==> config.mk <==
export PLATFORM = sky130hd
export DESIGN_NAME = sdram_sequencer
export DESIGN_NICKNAME = d
export VERILOG_FILES = /design/src/hw/ram_addr_pkg.sv /design/src/hw/ram_ctrl_pkg.sv /design/src/hw/sdram_sequencer.sv
export SDC_FILE = /design/constraint.sdc
export NUM_CORES = 1
export LEC_CHECK = 0
export ABC_AREA = 1
export BUFFER_PORTS_ARGS = -buffer_cell sky130_fd_sc_hd__buf_2
export CORE_AREA = 3 3 68 70
export CTS_CLUSTER_SIZE = 12
export DETAILED_ROUTE_END_ITERATION = 10
export DIE_AREA = 0 0 71 73
export PLACE_DENSITY = 0.68
export SLEW_MARGIN = 5
export SYNTH_ARGS = -nofsm -noshare
export SYNTH_HDL_FRONTEND = slang
export SYNTH_SLANG_ARGS = --single-unit
==> constraint.sdc <==
create_clock -name clk -period 1.9 [get_ports clk]
set_input_delay 0.19 -clock clk [delete_from_list [all_inputs] [get_ports clk]]
set_output_delay 0.19 -clock clk [all_outputs]
set_load 0.01 [all_outputs]
==> src/hw/ram_addr_pkg.sv <==
/* Memory address package: address widths, memory sizes and the data word
   shared by the main-memory and video-RAM paths */

`default_nettype none

package ram_addr_pkg;

   localparam int WORD_W = 32;

   // Main memory word address as seen by the CPU
   localparam int SDRAM_AW = 22;

   // Video RAM word address
   localparam int VRAM_AW = 15;

   typedef logic [WORD_W-1:0]   word_t;
   typedef logic [SDRAM_AW-1:0] sdram_addr_t;
   typedef logic [VRAM_AW-1:0]  vram_addr_t;

   // Implemented main memory, addresses at or above this are out of range
   localparam int MAIN_WORDS = 131072;
   localparam int MAIN_AW    = 17;

   // 21K words of video RAM
   localparam int VRAM_WORDS = 21504;

   // Out-of-range read response
   localparam word_t BAD_WORD = '1;

endpackage

`default_nettype wire

==> src/hw/ram_ctrl_pkg.sv <==
/* Controller package: main-memory sequencer state encoding and access timing */

`default_nettype none

package ram_ctrl_pkg;

   // One-hot bit positions
   localparam int IDLE_BIT       = 0;
   localparam int READ_BIT       = 1;
   localparam int READ_BUSY_BIT  = 2;
   localparam int READ_WAIT_BIT  = 3;
   localparam int WRITE_BIT      = 4;
   localparam int WRITE_BUSY_BIT = 5;
   localparam int WRITE_WAIT_BIT = 6;

   typedef enum logic [6:0] {
      IDLE       = 7'b1 << IDLE_BIT,
      READ       = 7'b1 << READ_BIT,
      READ_BUSY  = 7'b1 << READ_BUSY_BIT,
      READ_WAIT  = 7'b1 << READ_WAIT_BIT,
      WRITE      = 7'b1 << WRITE_BIT,
      WRITE_BUSY = 7'b1 << WRITE_BUSY_BIT,
      WRITE_WAIT = 7'b1 << WRITE_WAIT_BIT
   } seq_state_t;

   // Back-end access time in cycles
   localparam int MEM_LATENCY = 3;
   localparam int TIMER_W     = $clog2(MEM_LATENCY + 1);

   // VRAM CPU request to ready
   localparam int CPU_READ_DELAY = 4;

endpackage

`default_nettype wire

==> src/hw/sdram_sequencer.sv <==
/* Main-memory sequencer: one-hot FSM running read and write accesses against
   the back end and producing the ready and done handshakes */

`default_nettype none

module sdram_sequencer
(
   input  wire                        clk,
   input  wire                        reset,
   input  wire                        sdram_req,
   input  wire                        sdram_write,
   input  wire                        timer_done,
   input  wire ram_addr_pkg::word_t   mem_rdata,
   output logic                       timer_start,
   output logic                       mem_write_en,
   output ram_addr_pkg::word_t        sdram_data_out,
   output logic                       sdram_ready,
   output logic                       sdram_done
);
   import ram_ctrl_pkg::*;

   seq_state_t state;
   seq_state_t state_next;
   logic       capture;
   logic       int_ready;
   logic       int_done;

   ////////////////////////////////////////////////////////////////////////////
   // State machine

   always_ff @(posedge clk)
   begin
      if (reset)
         state <= IDLE;
      else
         state <= state_next;
   end

   // Read request wins over write in idle
   always_comb
   begin
      if (state[IDLE_BIT] && sdram_req)
         state_next = READ;
      else if (state[IDLE_BIT] && sdram_write)
         state_next = WRITE;
      else if (state[READ_BIT])
         state_next = READ_BUSY;
      else if (state[READ_BUSY_BIT] && timer_done)
         state_next = READ_WAIT;
      else if (state[READ_WAIT_BIT] && !sdram_req)
         state_next = IDLE;
      else if (state[WRITE_BIT])
         state_next = WRITE_BUSY;
      else if (state[WRITE_BUSY_BIT] && timer_done)
         state_next = WRITE_WAIT;
      else if (state[WRITE_WAIT_BIT] && !sdram_write)
         state_next = IDLE;
      else
         state_next = state;
   end

   // Command issue, the timer loads as a busy state is entered
   assign timer_start  = state[READ_BIT] || state[WRITE_BIT];
   assign mem_write_en = state[WRITE_BIT];
   assign capture      = state[READ_BUSY_BIT] && timer_done;

   ////////////////////////////////////////////////////////////////////////////
   // Read data and completion flags

   always_ff @(posedge clk)
   begin
      if (reset)
         sdram_data_out <= '0;
      else if (capture)
         sdram_data_out <= mem_rdata;
   end

   // Flags come up as the wait state is entered and drop once it is left
   always_ff @(posedge clk)
   begin
      if (reset)
         int_ready <= 1'b0;
      else if (state[READ_BIT] || (state[READ_WAIT_BIT] && !sdram_req))
         int_ready <= 1'b0;
      else if (capture)
         int_ready <= 1'b1;
   end

   always_ff @(posedge clk)
   begin
      if (reset)
         int_done <= 1'b0;
      else if (state[WRITE_BIT] || (state[WRITE_WAIT_BIT] && !sdram_write))
         int_done <= 1'b0;
      else if (state[WRITE_BUSY_BIT] && timer_done)
         int_done <= 1'b1;
   end

   ////////////////////////////////////////////////////////////////////////////
   // Requester side handshake

   always_ff @(posedge clk)
   begin
      if (reset)
      begin
         sdram_ready <= 1'b0;
         sdram_done  <= 1'b0;
      end
      else
      begin
         sdram_ready <= int_ready && sdram_req;
         sdram_done  <= int_done && sdram_write;
      end
   end

endmodule

`default_nettype wire

### After elaboration in Yosys (flattened, before gate mapping)

Cells that the tools add are included.

| operators by class | value |
|---|---|
| muxes and demuxes | 8 |
| reductions and logical operators | 25 |

Operator list:

| operator | count |
|---|---|
| 2-to-1 mux 5 bit | 4 |
| 2-to-1 mux 7 bit | 2 |
| logical AND 1 bit | 8 |
| nonzero test 8 bit | 1 |
| OR reduction 7 bit | 1 |
| 2-to-1 mux 6 bit | 1 |
| nonzero test 6 bit | 1 |
| OR reduction 2 bit | 3 |
| OR reduction 6 bit | 1 |
| nonzero test 5 bit | 1 |
| OR reduction 4 bit | 1 |
| logical OR 1 bit | 3 |
| nonzero test 3 bit | 1 |
| OR reduction 3 bit | 1 |
| logical NOT 1 bit | 2 |
| 2-to-1 mux 2 bit | 1 |
| nonzero test 2 bit | 1 |

| storage, ports and cells | value |
|---|---|
| register bits | 43 |
| output and inout port bits | 36 |
| logic and storage cells | 45 |

### Logic depth before layout (Yosys ltp)

| depth | value |
|---|---|
| depth in word-level cells | 10 |
| gate-level depth with buffers | 7 |
| depth with buffers taken out | 7 |

### Least setup slack after synthesis

Ideal clock, no wire load.

| timing | value |
|---|---|
| path type | flip-flop to flip-flop |
| start point | reg state[2] |
| end point | reg sdram_data_out[21] |
| library setup time | 116 ps |
| data arrival time | 811 ps |
| data required time | 1784 ps |
| setup slack | 973 ps |
| stages on the path, launching flop included | 5 |
| cell sequence | dfxtp_1 -> nand2_4 -> clkbuf_2 -> o21ai_0 -> nor2_1 |

| on the way | value |
|---|---|
| word-level cells in the longest chain between the ends | 1 |

RTL lines:

| element | RTL line | RTL |
|---|---|---|
| start, declared | sdram_sequencer.sv:22 | `seq_state_t state;` |
| start signal, assigned | sdram_sequencer.sv:36 | `state <= state_next;` |
| logical AND 1 bit | sdram_sequencer.sv:65 | `assign capture = state[READ_BUSY_BIT] && timer_done;` |
| end signal, assigned | sdram_sequencer.sv:75 | `sdram_data_out <= mem_rdata;` |
| end, declared | sdram_sequencer.sv:16 | `output ram_addr_pkg::word_t sdram_data_out,` |

Every way passes these cells.
A chain may end at the register's enable or synchronous reset.

### Worst setup path after layout

| timing | value |
|---|---|
| start point | reg state[2] |
| end point | reg state[0] |

| on the way | value |
|---|---|
| word-level cells in the longest chain between the ends | 5 |
| elaborated cells on any way between the ends | 6 |
| classes of those cells | mux (4); reduce/logical (2) |

RTL lines:

| element | RTL line | RTL |
|---|---|---|
| logical AND 1 bit (*) | sdram_sequencer.sv:48 | `else if (state[READ_BUSY_BIT] && timer_done)` |
| 2-to-1 mux 5 bit | sdram_sequencer.sv:48 |  |
| 2-to-1 mux 5 bit | sdram_sequencer.sv:46 | `else if (state[READ_BIT])` |
| 2-to-1 mux 5 bit | sdram_sequencer.sv:44 | `else if (state[IDLE_BIT] && sdram_write)` |
| 2-to-1 mux 2 bit | sdram_sequencer.sv:42 | `if (state[IDLE_BIT] && sdram_req)` |

Every way passes the cells marked *; elsewhere a longest branch is shown, timed or not.

==> reports/qor.log <==
[status] run status complete, no violations
[yosys] synthesis-stage register bit count 43
[sta] number of max-slew violations in the final report 0
[grt] total gr overflow 0
[grt] number of antenna violations at the first check in global routing 0
[sta] final worst-path cycle share 0.6310
[clocking] hold_buf cts 0
[die] y dimension of the die 73 µm
[drt] number of vias per cell after detailed routing 4.596
[yosys] Synth Cell Area 1612 µm²
[layout] antenna cells 0
[clocking] Clock Latency Late Sink 0.29 ns
[yosys] compound-cell area share of the yosys netlist 0.1149
[grt] overall global routing resource usage 0.1431
[layout] register area 860.8 µm²
[sta] final setup slack of the worst path 0.7012 ns
[clocking] Clk pin slew, worst setup/hold paths 0.08 ns
[layout] multi-input logic area 619.3 µm²
[sta] unrepaired setup endpoints after global routing no
[layout] share of post-route cells with drive strength above 1 0.3262
[drt] routed wire length 3599 µm
[layout] final design utilization 0.5224
[drt] Avg WL per Cell 10.94 µm
[drt] drt pass-1 iters 4
[placed_design] Routability Congestion 0.8797
[sta] headroom to the max-slew limit 0.7559
[placed_design] minimum setup slack after placement 0.6996 ns
[grt] vias in the first global route 1366
[flow_run] max cap viols 0
[sta] Period minus WS final 1.199 ns
[pwr] worst ir drop on vdd 0.0004407 V
[yosys] post-synthesis instance total 207
[drt] drt first-iter violations 71
[yosys] fraction of the mapped netlist area in adder cells 0
[clocking] CTS tree yes
[placed_design] HPWL after DPL 2562 µm
[yosys] Synthesized Nets 244
[worst_setup_path] Crit. End Element flop
[sta] Setup-failing EPs final 0
[yosys] Yosys cell types 21
[layout] Area Growth Syn to Fin 30.59%
[clocking] number of buffers inserted to repair setup after CTS 0
[pwr] power density over the cells 925.2 nW/µm²
[clocking] root buffer selected by CTS clkbuf_8
[drt] final routed DRC violation total 0
[yosys] synthesized-area fraction occupied by xor and xnor cells 0
[sta] slew at the pin closest to its max-slew limit 0.3658 ns
[worst_setup_path] slowest cell on the critical path dfxtp_1
[worst_setup_path] critical path start-end classification flop to flop
[yosys] number of warnings printed during yosys synthesis 0
[grt] first-pass GRT wire length 5906 µm
[sta] Fin Clk Skew 0.003430 ns
[clocking] # resized after CTS 0
[die] count of pins on the block boundary 73
[worst_setup_path] Bufs and invs on worst path 0
[worst_setup_path] WP data arrival 1.38 ns
[worst_setup_path] critical path cell sequence nand2_4 > nand2_1 > nor2_2 > nand2_1 > nand2_1 > nand3_1
[placed_design] number of buffers added on ports 72
[die] area of the die 5183 µm²
[drt] total via count after detailed routing 1512
[clocking] maximum number of buffers from clock root to sink 2
[die] chip width 71 µm
[yosys] dominant combinational cell family by area after synthesis simple AND/OR/NAND/NOR gates
[worst_setup_path] top fanout value on the critical path 37
[die] Std-Cell Core Area 4029 µm²
[sta] Final Hold Viols 0
[worst_setup_path] cell seen most often among critical-path stages nand2_1
[clocking] number of clock sinks 43
[clocking] Inserted Clock Buffers 5
[die] initial cell density of the core 0.4000
[pwr] Overall Power 0.001947 W
[pwr] leakage power of the design 1.044 nW
[yosys] mux share of post-synthesis cell area 0
[worst_setup_path] Worst path top cell family by delay simple AND/OR/NAND/NOR gates
[worst_hold_path] worst hold path type primary input to flop
[drt] Routed Antenna Nets 0
[sta] maximum operating frequency 834.2 MHz
[yosys] fraction of the yosys area taken by sequential cells 0.5342
[yosys] Synth Area in Simple Gates 0.2694
[worst_setup_path] type of element launching the critical path flop
[layout] fin nets 315
[sta] final setup TNS 0 ns
[worst_setup_path] required time at the worst-slack endpoint 2.08 ns
[clocking] # H-tree levels 2
[yosys] average instance area after synthesis 7.785 µm²
[grt] largest net degree at the start of global routing 38
[worst_setup_path] CP peak stage delay 0.35 ns
[layout] # fillers 424
[die] Row Count 23
[flip-flops by register name (all words and copies together), names as in the netlist]
| name | cells |
|---|---|
| state | 7 |
| sdram_ready | 1 |
| sdram_done | 1 |
| sdram_data_out | 32 |
| int_ready | 1 |
| int_done | 1 |
[cells in the final DEF (no fill, tap or decap), drive strengths merged]
cell type   n
nand2      19
dfxtp      43
nand4       1
nor2       73
bufinv      2
inv        15
o21ai      32
a31oi       1
nor3        4
clkbuf      6
a21oi       2
nand3       7
a221oi      1
buf        73
[synth_stat cells, drive strengths merged]
master  instances  area (µm²)
a21oi           2       10.01
a221oi          1       8.760
a31oi           1       6.260
buf             7       60.05
clkbuf          2       10.01
dfxtp          43       860.8
inv            15       61.31
nand2          19       81.33
nand3           7       35.03
nand4           1       6.260
nor2           73       286.5
nor3            4       25.02
o21ai          32       160.2
[routing by layer]
metal	vias up	global-route usage	share of wire
met5	-	0	0
met1	650	0.1844	0.47
met4	0	0.06263	0.013
met3	5	0.03444	0.081
li1	795	-	-
met2	62	0.2286	0.43
[worst paths after layout]
| kind | startpoint | to | slack [ns] | depth (start not counted) |
|---|---|---|---|---|
| setup / recovery | state[2] | state[0] | 0.70 | 6 |
| hold / removal | reset | state[1] | 0.13 | 2 |
| setup reg to reg | state[2] | state[0] | 0.70 | 6 |
| hold reg to reg | int_done | sdram_done | 0.45 | 2 |
[metrics by stage]
| stage | cell area (µm²) | std cells | hold slack, ns |
|---|---|---|---|
| finish | 2105 | 329 | 0.1274 |
| global route | 2105 | 329 | 0.1336 |
| CTS | 2105 | 329 | 0.1184 |
| detailed placement | 1972 | 321 | 0.4317 |
| global placement | 1972 | 321 | 0.4293 |
| floorplan | 1612 | 207 | 0.2624 |
[cell families after synthesis]
family                 after synthesis
AOI/OAI and AO/OA                   36
and+or+nand+nor                    104
DFF                                 43
buffers and inverters               24
[report_power, final]
| part | internal, W | leakage (nW) | total [W] | switching (W) |
|---|---|---|---|---|
| sequential | 0.000927 | 0.348 | 0.000943 | 0.0000163 |
| combinational | 0.0000784 | 0.630 | 0.000180 | 0.000101 |
| clock | 0.000525 | 0.0654 | 0.000824 | 0.000299 |
[worst register-to-register path, cell delays in order, from the launching register on]
cell and delay (ns):
dfxtp_1 0.35, nand2_4 0.30, nand2_1 0.16, nor2_2 0.12, nand2_1 0.06, nand2_1 0.05
nand3_1 0.05
[final cells by class]
type	instances	share of cell area
clock buffer	6	0.03448
inverter	15	0.02913
sequential	43	0.4090
timing repair buffer	73	0.1748
clock inverter	2	0.02854
multi-input combinational	140	0.2943
tap	50	0.02973
Power figures use the tool's default switching activity.
